$ cat src/source/ahb_pkg.sv
//----------------------------------------------------------------------------
// AHB protocol encodings and bus field types used across the input stage
//----------------------------------------------------------------------------
`default_nettype none

package ahb_pkg;

  localparam int ADDR_W = 32;                // Address bus width

  typedef logic [ADDR_W-1:0] haddr_t;        // HADDR
  typedef logic [2:0]        hsize_t;        // Bytes per beat is 2**HSIZE
  typedef logic [3:0]        hprot_t;        // Protection control

  // HTRANS transfer type
  typedef enum logic [1:0] {
    TRN_IDLE   = 2'b00,                      // No transfer
    TRN_BUSY   = 2'b01,                      // Master inserts a wait in a burst
    TRN_NONSEQ = 2'b10,                      // First or single beat
    TRN_SEQ    = 2'b11                       // Following beat of a burst
  } htrans_t;

  // HBURST burst type
  typedef enum logic [2:0] {
    BUR_SINGLE = 3'b000,
    BUR_INCR   = 3'b001,                     // Undefined length incrementing
    BUR_WRAP4  = 3'b010,
    BUR_INCR4  = 3'b011,
    BUR_WRAP8  = 3'b100,
    BUR_INCR8  = 3'b101,
    BUR_WRAP16 = 3'b110,
    BUR_INCR16 = 3'b111
  } hburst_t;

  // HRESP response, RETRY and SPLIT not carried
  typedef enum logic [1:0] {
    RSP_OKAY  = 2'b00,
    RSP_ERROR = 2'b01
  } hresp_t;

endpackage : ahb_pkg

`default_nettype wire

$ cat src/source/bm_input_pkg.sv
//----------------------------------------------------------------------------
// Bus matrix input stage constants for wrapping burst boundary checks
//----------------------------------------------------------------------------
`default_nettype none

package bm_input_pkg;

  localparam int BEAT_W = 4;                 // Beat offset width for 16 beats

  typedef logic [BEAT_W-1:0] beat_t;         // Beat offset inside a burst

  // Largest HSIZE that scales the offset (64 bit beats)
  // Wider beats fall back to the byte offset
  localparam int MAX_SIZE_SHIFT = 3;

  // All ones offset is the last beat before the wrap point
  localparam beat_t BEAT_LAST = {BEAT_W{1'b1}};

endpackage : bm_input_pkg

`default_nettype wire

$ cat src/source/input_hold.sv
//----------------------------------------------------------------------------
// Input stage holding register. Captures an address phase the output stage
// cannot take and replays it as NONSEQ once this port is granted
//----------------------------------------------------------------------------
`timescale 1ns/1ps
`default_nettype none

module input_hold
  import ahb_pkg::*;
(
  input  wire          HCLK,
  input  wire          HRESETn,
  input  wire          HSELS,         // Port select from master
  input  wire haddr_t  HADDRS,
  input  wire htrans_t HTRANSS,
  input  wire          HWRITES,
  input  wire hsize_t  HSIZES,
  input  wire hburst_t HBURSTS,
  input  wire hprot_t  HPROTS,
  input  wire          HREADYS,       // Matrix wide HREADY
  input  wire          active_ip,     // Output stage owns the slave for us
  input  wire          readyout_ip,   // HREADYOUT of the shared slave
  output logic         sel_ip,
  output haddr_t       addr_ip,
  output logic         write_ip,
  output hsize_t       size_ip,
  output hprot_t       prot_ip,
  output htrans_t      trans_pre,     // HTRANS ahead of burst fixup
  output hburst_t      burst_pre,     // HBURST ahead of burst fixup
  output htrans_t      trans_sel,     // Live or held HTRANS
  output logic         hold_start,    // Accepted while output stage busy
  output logic         pending,       // Held transfer waiting for grant
  output logic         held_tran_ip   // Request level to the arbiter
);

  logic    load_reg;                  // Address phase accepted this edge
  logic    pending_next;
  htrans_t reg_trans;                 // Captured address phase
  haddr_t  reg_addr;
  logic    reg_write;
  hsize_t  reg_size;
  hburst_t reg_burst;
  hprot_t  reg_prot;

  // NONSEQ or SEQ to this port with HREADY high
  assign load_reg   = HSELS & HTRANSS[1] & HREADYS;
  assign hold_start = load_reg & ~active_ip;

  //--------------------------------------------------------------------------
  // Holding register
  //--------------------------------------------------------------------------
  // Loaded on every accepted beat, only read back while pending
  always_ff @(posedge HCLK)
  begin
    if (load_reg)
    begin
      reg_trans <= HTRANSS;
      reg_addr  <= HADDRS;
      reg_write <= HWRITES;
      reg_size  <= HSIZES;
      reg_burst <= HBURSTS;
      reg_prot  <= HPROTS;
    end
  end

  //--------------------------------------------------------------------------
  // Pending flag and request
  //--------------------------------------------------------------------------
  always_comb
  begin
    pending_next = pending;
    if (hold_start)
      pending_next = 1'b1;              // Output stage could not take it
    else if (active_ip && readyout_ip)
      pending_next = 1'b0;              // Replay went out to the slave
  end

  always_ff @(posedge HCLK)
  begin
    if (!HRESETn)
      pending <= 1'b0;
    else
      pending <= pending_next;
  end

  assign held_tran_ip = load_reg | pending;   // Live beat or held beat

  //--------------------------------------------------------------------------
  // Replay mux
  //--------------------------------------------------------------------------
  always_comb
  begin
    if (pending)
    begin
      sel_ip    = 1'b1;                 // Held beat always targets us
      trans_pre = TRN_NONSEQ;           // Replay restarts the burst
      addr_ip   = reg_addr;
      write_ip  = reg_write;
      size_ip   = reg_size;
      burst_pre = reg_burst;
      prot_ip   = reg_prot;
      trans_sel = reg_trans;
    end
    else
    begin
      sel_ip    = HSELS;                // Straight through path
      trans_pre = HTRANSS;
      addr_ip   = HADDRS;
      write_ip  = HWRITES;
      size_ip   = HSIZES;
      burst_pre = HBURSTS;
      prot_ip   = HPROTS;
      trans_sel = HTRANSS;
    end
  end

endmodule : input_hold

`default_nettype wire

$ cat src/source/wrap_bound.sv
//----------------------------------------------------------------------------
// Wrap boundary detect. Flags the beat that is last before a wrapping
// burst returns to the start of its address window
//----------------------------------------------------------------------------
`timescale 1ns/1ps
`default_nettype none

module wrap_bound
  import ahb_pkg::*, bm_input_pkg::*;
(
  input  wire          HCLK,
  input  wire          HRESETn,
  input  wire haddr_t  HADDRS,
  input  wire htrans_t HTRANSS,
  input  wire hsize_t  HSIZES,
  input  wire hburst_t HBURSTS,
  input  wire          HREADYS,
  output logic         bound          // Previous beat sat on the boundary
);

  beat_t offset;                      // Beat index inside the window
  beat_t check_beat;                  // Offset with out of window bits set
  logic  bound_next;
  logic  bound_en;

  // Scale the byte address into a beat index
  assign offset = (HSIZES <= hsize_t'(MAX_SIZE_SHIFT)) ? beat_t'(HADDRS >> HSIZES)
                                                       : HADDRS[BEAT_W-1:0];

  always_comb
  begin
    case (HBURSTS)
      BUR_WRAP4:  check_beat = offset | beat_t'(4'b1100);   // Window of 4
      BUR_WRAP8:  check_beat = offset | beat_t'(4'b1000);   // Window of 8
      BUR_WRAP16: check_beat = offset;
      default:    check_beat = '0;                          // Never wraps
    endcase
  end

  assign bound_next = (check_beat == BEAT_LAST);
  assign bound_en   = HTRANSS[1] & HREADYS;   // Active beat accepted

  always_ff @(posedge HCLK)
  begin
    if (!HRESETn)
      bound <= 1'b0;
    else if (bound_en)
      bound <= bound_next;
  end

endmodule : wrap_bound

`default_nettype wire

$ cat src/source/burst_fixup.sv
//----------------------------------------------------------------------------
// Early burst termination. Rewrites HTRANS and HBURST so that a burst cut
// short by a hold still reaches the slave as legal AHB
//----------------------------------------------------------------------------
`timescale 1ns/1ps
`default_nettype none

module burst_fixup
  import ahb_pkg::*;
(
  input  wire          HCLK,
  input  wire          HRESETn,
  input  wire htrans_t HTRANSS,
  input  wire haddr_t  HADDRS,
  input  wire hsize_t  HSIZES,
  input  wire hburst_t HBURSTS,
  input  wire          HREADYS,
  input  wire          hold_start,    // Beat held while output stage busy
  input  wire htrans_t trans_pre,
  input  wire hburst_t burst_pre,
  input  wire htrans_t trans_sel,
  output htrans_t      trans_ip,
  output hburst_t      burst_ip
);

  logic override;                     // Remainder of burst runs as INCR
  logic override_next;
  logic bound;                        // Wrap point crossed last beat

  wrap_bound u_wrap_bound (
    .HCLK    (HCLK),
    .HRESETn (HRESETn),
    .HADDRS  (HADDRS),
    .HTRANSS (HTRANSS),
    .HSIZES  (HSIZES),
    .HBURSTS (HBURSTS),
    .HREADYS (HREADYS),
    .bound   (bound)
  );

  always_comb
  begin
    override_next = override;
    if ((HTRANSS == TRN_NONSEQ) || (HTRANSS == TRN_IDLE))
      override_next = 1'b0;               // New burst or bus idle
    else if ((HTRANSS == TRN_SEQ) && hold_start)
      override_next = 1'b1;               // Burst broken by the hold
  end

  always_ff @(posedge HCLK)
  begin
    if (!HRESETn)
      override <= 1'b0;
    else if (HREADYS)
      override <= override_next;
  end

  // SEQ to NONSEQ and BUSY to IDLE past the wrap point
  assign trans_ip = (override && bound) ? htrans_t'({trans_pre[1], 1'b0}) : trans_pre;

  // Replayed NONSEQ keeps its burst type
  assign burst_ip = (override && (trans_sel != TRN_NONSEQ)) ? BUR_INCR : burst_pre;

endmodule : burst_fixup

`default_nettype wire

$ cat src/source/resp_mux.sv
//----------------------------------------------------------------------------
// Response mux. Picks the HREADYOUT and HRESP source seen by the master
//----------------------------------------------------------------------------
`timescale 1ns/1ps
`default_nettype none

module resp_mux
  import ahb_pkg::*;
(
  input  wire          HCLK,
  input  wire          HRESETn,
  input  wire          HSELS,
  input  wire htrans_t HTRANSS,
  input  wire          HREADYS,
  input  wire          pending,       // Held transfer stalls the master
  input  wire          readyout_ip,   // Shared slave HREADYOUT
  input  wire hresp_t  resp_ip,       // Shared slave HRESP
  output logic         HREADYOUTS,
  output hresp_t       HRESPS
);

  logic addr_valid;                   // Active beat to this port
  logic data_valid;                   // Data phase owed a real response

  assign addr_valid = HSELS & HTRANSS[1];

  // Data phase follows the accepted address phase
  always_ff @(posedge HCLK)
  begin
    if (!HRESETn)
      data_valid <= 1'b0;
    else if (HREADYS)
      data_valid <= addr_valid;
  end

  always_comb
  begin
    if (!data_valid)
    begin
      HREADYOUTS = 1'b1;              // IDLE, BUSY or not selected
      HRESPS     = RSP_OKAY;
    end
    else if (pending)
    begin
      HREADYOUTS = 1'b0;              // Wait until replay completes
      HRESPS     = RSP_OKAY;
    end
    else
    begin
      HREADYOUTS = readyout_ip;       // Forward from the slave
      HRESPS     = resp_ip;
    end
  end

endmodule : resp_mux

`default_nettype wire

$ cat src/source/ahb_input_stage.sv
//----------------------------------------------------------------------------
// AHB bus matrix input stage. Holds, replays and repairs transfers from
// one master port and returns the slave response
//----------------------------------------------------------------------------
`timescale 1ns/1ps
`default_nettype none

module ahb_input_stage
  import ahb_pkg::*;
(
  input  wire          HCLK,
  input  wire          HRESETn,
  // Master port address and control
  input  wire          HSELS,
  input  wire haddr_t  HADDRS,
  input  wire htrans_t HTRANSS,
  input  wire          HWRITES,
  input  wire hsize_t  HSIZES,
  input  wire hburst_t HBURSTS,
  input  wire hprot_t  HPROTS,
  input  wire          HREADYS,
  // Output stage response
  input  wire          active_ip,
  input  wire          readyout_ip,
  input  wire hresp_t  resp_ip,
  // Master port response
  output logic         HREADYOUTS,
  output hresp_t       HRESPS,
  // Towards the output stages
  output logic         sel_ip,
  output haddr_t       addr_ip,
  output htrans_t      trans_ip,
  output logic         write_ip,
  output hsize_t       size_ip,
  output hburst_t      burst_ip,
  output hprot_t       prot_ip,
  output logic         held_tran_ip
);

  logic    pending;
  logic    hold_start;
  htrans_t trans_pre;
  hburst_t burst_pre;
  htrans_t trans_sel;

  input_hold u_input_hold (
    .HCLK         (HCLK),
    .HRESETn      (HRESETn),
    .HSELS        (HSELS),
    .HADDRS       (HADDRS),
    .HTRANSS      (HTRANSS),
    .HWRITES      (HWRITES),
    .HSIZES       (HSIZES),
    .HBURSTS      (HBURSTS),
    .HPROTS       (HPROTS),
    .HREADYS      (HREADYS),
    .active_ip    (active_ip),
    .readyout_ip  (readyout_ip),
    .sel_ip       (sel_ip),
    .addr_ip      (addr_ip),
    .write_ip     (write_ip),
    .size_ip      (size_ip),
    .prot_ip      (prot_ip),
    .trans_pre    (trans_pre),
    .burst_pre    (burst_pre),
    .trans_sel    (trans_sel),
    .hold_start   (hold_start),
    .pending      (pending),
    .held_tran_ip (held_tran_ip)
  );

  burst_fixup u_burst_fixup (
    .HCLK       (HCLK),
    .HRESETn    (HRESETn),
    .HTRANSS    (HTRANSS),
    .HADDRS     (HADDRS),
    .HSIZES     (HSIZES),
    .HBURSTS    (HBURSTS),
    .HREADYS    (HREADYS),
    .hold_start (hold_start),
    .trans_pre  (trans_pre),
    .burst_pre  (burst_pre),
    .trans_sel  (trans_sel),
    .trans_ip   (trans_ip),
    .burst_ip   (burst_ip)
  );

  resp_mux u_resp_mux (
    .HCLK        (HCLK),
    .HRESETn     (HRESETn),
    .HSELS       (HSELS),
    .HTRANSS     (HTRANSS),
    .HREADYS     (HREADYS),
    .pending     (pending),
    .readyout_ip (readyout_ip),
    .resp_ip     (resp_ip),
    .HREADYOUTS  (HREADYOUTS),
    .HRESPS      (HRESPS)
  );

endmodule : ahb_input_stage

`default_nettype wire

$ cat config.mk
export PLATFORM = sky130hd
export DESIGN_NAME = ahb_input_stage
export DESIGN_NICKNAME = d
export VERILOG_FILES = /design/src/source/ahb_pkg.sv /design/src/source/bm_input_pkg.sv /design/src/source/input_hold.sv /design/src/source/wrap_bound.sv /design/src/source/burst_fixup.sv /design/src/source/resp_mux.sv /design/src/source/ahb_input_stage.sv
export SDC_FILE = /design/constraint.sdc
export NUM_CORES = 1
export LEC_CHECK = 0
export CORE_MARGIN = 4
export CORE_UTILIZATION = 35
export DETAILED_ROUTE_END_ITERATION = 7
export DONT_BUFFER_PORTS = 1
export PLACE_DENSITY = 0.56
export SLEW_MARGIN = 25
export SYNTH_ARGS = -nofsm -noshare
export SYNTH_HDL_FRONTEND = slang
export SYNTH_SLANG_ARGS = --single-unit
$ cat constraint.sdc
create_clock -name HCLK -period 3.1 [get_ports HCLK]
set_input_delay 0.155 -clock HCLK [delete_from_list [all_inputs] [get_ports HCLK]]
set_output_delay 0.155 -clock HCLK [all_outputs]
set_load 0.005 [all_outputs]
Yosys cells after proc, flatten, opt, wreduce, memory -nomap -nowiden --
Index checks and enable logic that the tools add are counted.
Storage, ports and cells: register bits 49, input port bits 53, output and inout bits 50, word-level logic and storage cells 54
Cells by class: $lt $le $gt $ge 1, equality and inequality tests 7, shift operators 1, mux-type cells 20, bitwise gates (word level) 6, reductions and logical operators 9
Operators by type and width (count):
- $mux W32 | 1
- $shr A32 B3 Y4 | 1
- $pmux W4 S3 | 1
- $mux W1 | 9
- $mux W3 | 3
- $mux W2 | 4
- $mux W4 | 2
- $eq A3 B3 Y1 const B | 2
- $and A1 B1 Y1 | 4
- $eq A2 B2 Y1 const B | 2
- $eq A4 B4 Y1 const B | 1
- $logic_and A1 B1 Y1 | 4
- $reduce_bool A2 Y1 | 2
- $eq A3 B2 Y1 const B | 1
- $le A3 B2 Y1 const B | 1
- $logic_not A2 Y1 | 1
- $ne A2 B2 Y1 const B | 1
- $reduce_and A2 Y1 | 1
- $logic_or A1 B1 Y1 | 1
- $not A1 Y1 | 1
- $or A1 B1 Y1 | 1

Longest topological paths before layout --
word-level depth 6, gate-level depth with buffers 6, gate-level depth less buffers 5

Modules after synthesis --
From an unflattened synthesis, not the netlist that was laid out.
Second synthesis, totals: cells, all modules 150, area total of the unflattened synthesis 2512.4 um^2
By module, submodules not included:
- input_hold | instances 1, cells an instance 105, area an instance 2159.6 um^2
- wrap_bound | instances 1, cells an instance 27, area an instance 191.4 um^2
- burst_fixup | instances 1, cells an instance 10, area an instance 97.6 um^2
- resp_mux | instances 1, cells an instance 8, area an instance 63.8 um^2

Worst setup path before layout --
No wires, ideal clock.
path type input-to-reg, start input HTRANSS[1], end register u_input_hold.reg_addr[0], enable pin, arrival 1.174 ns, setup slack 1.526 ns, stages on the path 2, path buffers 0, cells stage by stage nand3_1 inv_1
Between the ends: longest elaborated chain between the ends 2
RTL lines:
- start: declaration | RTL line ahb_input_stage.sv:16 | input wire htrans_t HTRANSS,
- $and A1 B1 Y1 (2 in a row) | RTL line input_hold.sv:46 | assign load_reg = HSELS & HTRANSS[1] & HREADYS;
- net u_input_hold.load_reg | RTL line input_hold.sv:36 | logic load_reg;
- end signal: assignment | RTL line input_hold.sv:58 | reg_addr <= HADDRS;
- end: declaration | RTL line input_hold.sv:39 | haddr_t reg_addr;
The timed path passes the listed nets, and every way through them passes these cells. A chain may end at the register's enable or synchronous reset.

Final worst setup path --
start register u_input_hold.pending, end output burst_ip[0]
Between the ends: longest elaborated chain between the ends 4
RTL lines:
- start: declaration | RTL line input_hold.sv:32 | output logic pending,
- start signal: assignment | RTL line input_hold.sv:83 | pending <= pending_next;
- $mux W2 | RTL line input_hold.sv:93 | if (pending)
- $ne A2 B2 Y1 | RTL line burst_fixup.sv:62 | assign burst_ip = (override && (trans_sel != TRN_NONSEQ)) ? BUR_INCR : burst_pre;
- $logic_and A1 B1 Y1 | RTL line burst_fixup.sv:62
- $mux W3 (*) | RTL line burst_fixup.sv:62
- end: declaration | RTL line ahb_input_stage.sv:35 | output hburst_t burst_ip,
Mark *: on every way between the ends. The rest lies on a longest branch, timed or not.

==> results.sh <==
export IMPL_worstSkewPairLatency_ns=0.29
export IMPL_tightest_slew_ns=0.9632
export IMPL_gp_congestion=0.7083
export IMPL_critPathCapture="burst_ip[0]"
export IMPL_die_y_um=88.69
export IMPL_startpoint="u_input_hold.pending$_SDFFE_PN0P_"
export IMPL_crit_path_end_kind="primary output"
export IMPL_synthesis_area_mm2=0.002278
export IMPL_port_buffers=0
export IMPL_htreeDepth=2
export IMPL_final_nets=252
export IMPL_min_path_type="input pin to register"
export IMPL_r2r_setup_slack_ns=1.99
export IMPL_rr_startpoint="u_input_hold.pending$_SDFFE_PN0P_"
export IMPL_wl_per_cell_um=18.14
export IMPL_multi_input_area_um2=780.7
export IMPL_fin_crit_sh=0.6096
export IMPL_yosysUniqueCellTypes=33
export IMPL_power_density_mw_per_mm2=450.6
export IMPL_die_area_mm2=0.007865
export IMPL_antenna_found_initial=0
export IMPL_irDropWorstVdd_mv=0.2812
export IMPL_grt_overflow=0
export IMPL_ctsLongestPathBuffers=2
export IMPL_antenna_cells=0
export IMPL_leakage_nw=0.9923
export IMPL_regToRegEndpoint="u_input_hold.pending$_SDFFE_PN0P_"
export IMPL_grt_pass1_vias=1489
export IMPL_path_cells="nand3b_1 -> o311a_1 -> a211o_1"
export IMPL_critical_path_max_fanout=56
export IMPL_syn_instance_count=153
export IMPL_dp_slack_ns=1.176
export IMPL_fill_cells=549
export IMPL_reg2regPathDepth=2
export IMPL_slowest_delay_ns=0.79
export IMPL_arrival_ns=1.73
export IMPL_cts_tree="done"
export IMPL_cap_violations=0
export IMPL_drt_pass1_iter_count=4
export IMPL_grt_pass1_wl_um=7410
export IMPL_synth_area_leader_cell="edfxtp_1"
export IMPL_yosysWarnings=0
export IMPL_fin_skew_ns=0
export IMPL_place_area_mm2=0.002336
export IMPL_fin_setup_tns_ns=0
export IMPL_status="completed"
export IMPL_finalHoldWorstSlack_ns=0.01498
export IMPL_cts_sinks=49
export IMPL_io_pin_count=103
export IMPL_worst_setup_path_start_kind="register"
export IMPL_wl_um=5026
export IMPL_layout_setup_ws_ns=1.210
export IMPL_rsz0062_at_grt="no"
export IMPL_num_rows=29
export IMPL_finish_instance_area_mm2=0.002900
export IMPL_drive_above_1_share=0.2900
export IMPL_cts_inserted_buffers=5
export IMPL_coreArea_mm2=0.006350
export IMPL_regArea_mm2=0.001435
export IMPL_relSlewSlack=0.3569
export IMPL_crit_type="register to primary output"
export IMPL_grt_max_degree=57
export IMPL_ys_seq_area_frac=0.6282
export IMPL_grtUsageTotal=0.1230
export IMPL_antenna_left=0
export IMPL_hpwl_um=3333
export IMPL_synth_top_cells_by_area="edfxtp_1, mux2_2, dfxtp_1, mux2i_1, nand2_1"
export IMPL_slowest_stage="dfxtp_4"
export IMPL_root_buffer="clkbuf_8"
export IMPL_die_x_um=88.69
export IMPL_vias_per_cell=5.188
export IMPL_hold_viol=0
export IMPL_start_util=0.3588
export IMPL_clkTransAtPathRegs_ns=0.09
export IMPL_drc=0
export IMPL_syn_nets=206
export IMPL_vias=1437
export IMPL_slew_violations=0
export IMPL_syn_avg_cell_area_um2=14.89
export IMPL_drt_iter0_markers=22
export IMPL_finalCriticalPeriod_ns=1.890
export IMPL_synth_top_cell_area_share=0.5931
export IMPL_max_freq_mhz=529.1
export IMPL_finalSetupViolations=0
export IMPL_worst_ep_required_time_ns=2.94
export IMPL_cts_setup_buffers=0
export IMPL_synth_seq_cells=49
export IMPL_syn_to_final_growth_pct=27.29
-- power by group --
| group | internal [mW] | switching [mW] | total [mW] | leakage (nW) |
|---|---|---|---|---|
| clock network | 0.202 | 0.203 | 0.405 | 0.0542 |
| registers | 0.753 | 0.0146 | 0.768 | 0.447 |
| logic | 0.0829 | 0.0518 | 0.135 | 0.491 |
-- kinds of logic after synthesis --
group,after synthesis,share of synthesized area
flip-flops,49,0.6282
multiplexers,41,0.2010
AND/OR/NAND/NOR,28,0.06919
AO/OA/AOI/OAI,21,0.07249
buffers and inverters,14,0.02910
-- synthesized netlist by cell type (all sizes together) --
cell and n:
o21ai 5, a31oi 1, a21oi 4, nand3 3, clkbuf 1, o221a 1
or2 2, a21boi 1, a2111oi 1, mux2i 3, o22ai 1, nor3 1
nor3b 1, edfxtp 45, dfxtp 4, o311a 1, mux2 38, o211ai 1
a211oi 2, inv 7, nor2 4, a211o 1, nand2b 2, and3b 2
nor2b 4, buf 6, o31ai 2, nand2 8, nand3b 1
-- per-stage QoR --
step,cells,power (mW),util
global route,277,1.367,0.4567
floorplan,153,0.8577,-
global placement,223,0.8695,0.3679
detailed placement,223,0.8729,0.3679
finish,277,1.307,0.4567
CTS,277,1.329,0.4564
-- state kept, by name, indices dropped and copies added (netlist names) --
name                              flops
u_resp_mux.data_valid                 1
u_input_hold.reg_burst                3
u_input_hold.reg_size                 3
u_burst_fixup.u_wrap_bound.bound      1
u_input_hold.reg_trans                2
u_input_hold.reg_write                1
u_input_hold.pending                  1
u_burst_fixup.override                1
u_input_hold.reg_addr                32
u_input_hold.reg_prot                 4
-- layout make-up --
cell class	count	area share
Timing Repair Buffer	46	0.1588
Tap cell	77	0.03322
Multi-Input combinational cell	90	0.2692
Sequential cell	49	0.4948
Inverter	7	0.009060
Clock buffer	7	0.03322
Clock inverter	1	0.001726
-- worst min-delay path by stage --
stage / start / endpoint / slack (ns) / cells past startpoint
finish: HRESETn / u_burst_fixup.u_wrap_bound.bound$_SDFFE_PN0P_ / 0.01 / 2
global route: HTRANSS[0] / u_burst_fixup.override$_SDFFE_PN0P_ / 0.03 / 1
CTS: HRESETn / u_burst_fixup.u_wrap_bound.bound$_SDFFE_PN0P_ / 0.006 / 2
floorplan: HADDRS[0] / u_input_hold.reg_addr[0]$_DFFE_PP_ / 0.25 / 0
detailed placement: HADDRS[7] / u_input_hold.reg_addr[7]$_DFFE_PP_ / 0.25 / 0
global placement: HADDRS[30] / u_input_hold.reg_addr[30]$_DFFE_PP_ / 0.25 / 0
-- critical path: cells and delay by family (launching register included) --
family | cells | cell delay, ns
AND/OR/NAND/NOR | 1 | 0.16
AO/OA/AOI/OAI | 2 | 0.48
flip-flops | 1 | 0.79
-- timing repair --
item,4_1_cts,5_1_grt
resized for setup,0,0
endpoints found under the hold margin,48,0
hold buffers,46,0
-- layout by cell type (no fill, tap or decap), types with 2 or more instances in the layout --
cell type / count
dfxtp_1: 3
a21oi_2: 2
o31ai_2: 2
nand2b_1: 2
edfxtp_1: 45
a21oi_1: 2
dlygate4sd3_1: 46
a211oi_1: 2
or2_2: 2
and3b_1: 2
nor2_1: 4
nand2_1: 8
nor2b_1: 2
o21ai_0: 5
mux2_2: 38
inv_1: 6
nand3_1: 3
clkbuf_8: 7
mux2i_1: 3
-- routing by layer --
layer,GRT usage,share of wire
met1,0.1376,0.38
met2,0.2179,0.52
met3,0.04190,0.083
met4,0.04121,0.0097
met5,0,0
(Power assumes the default switching activity.)
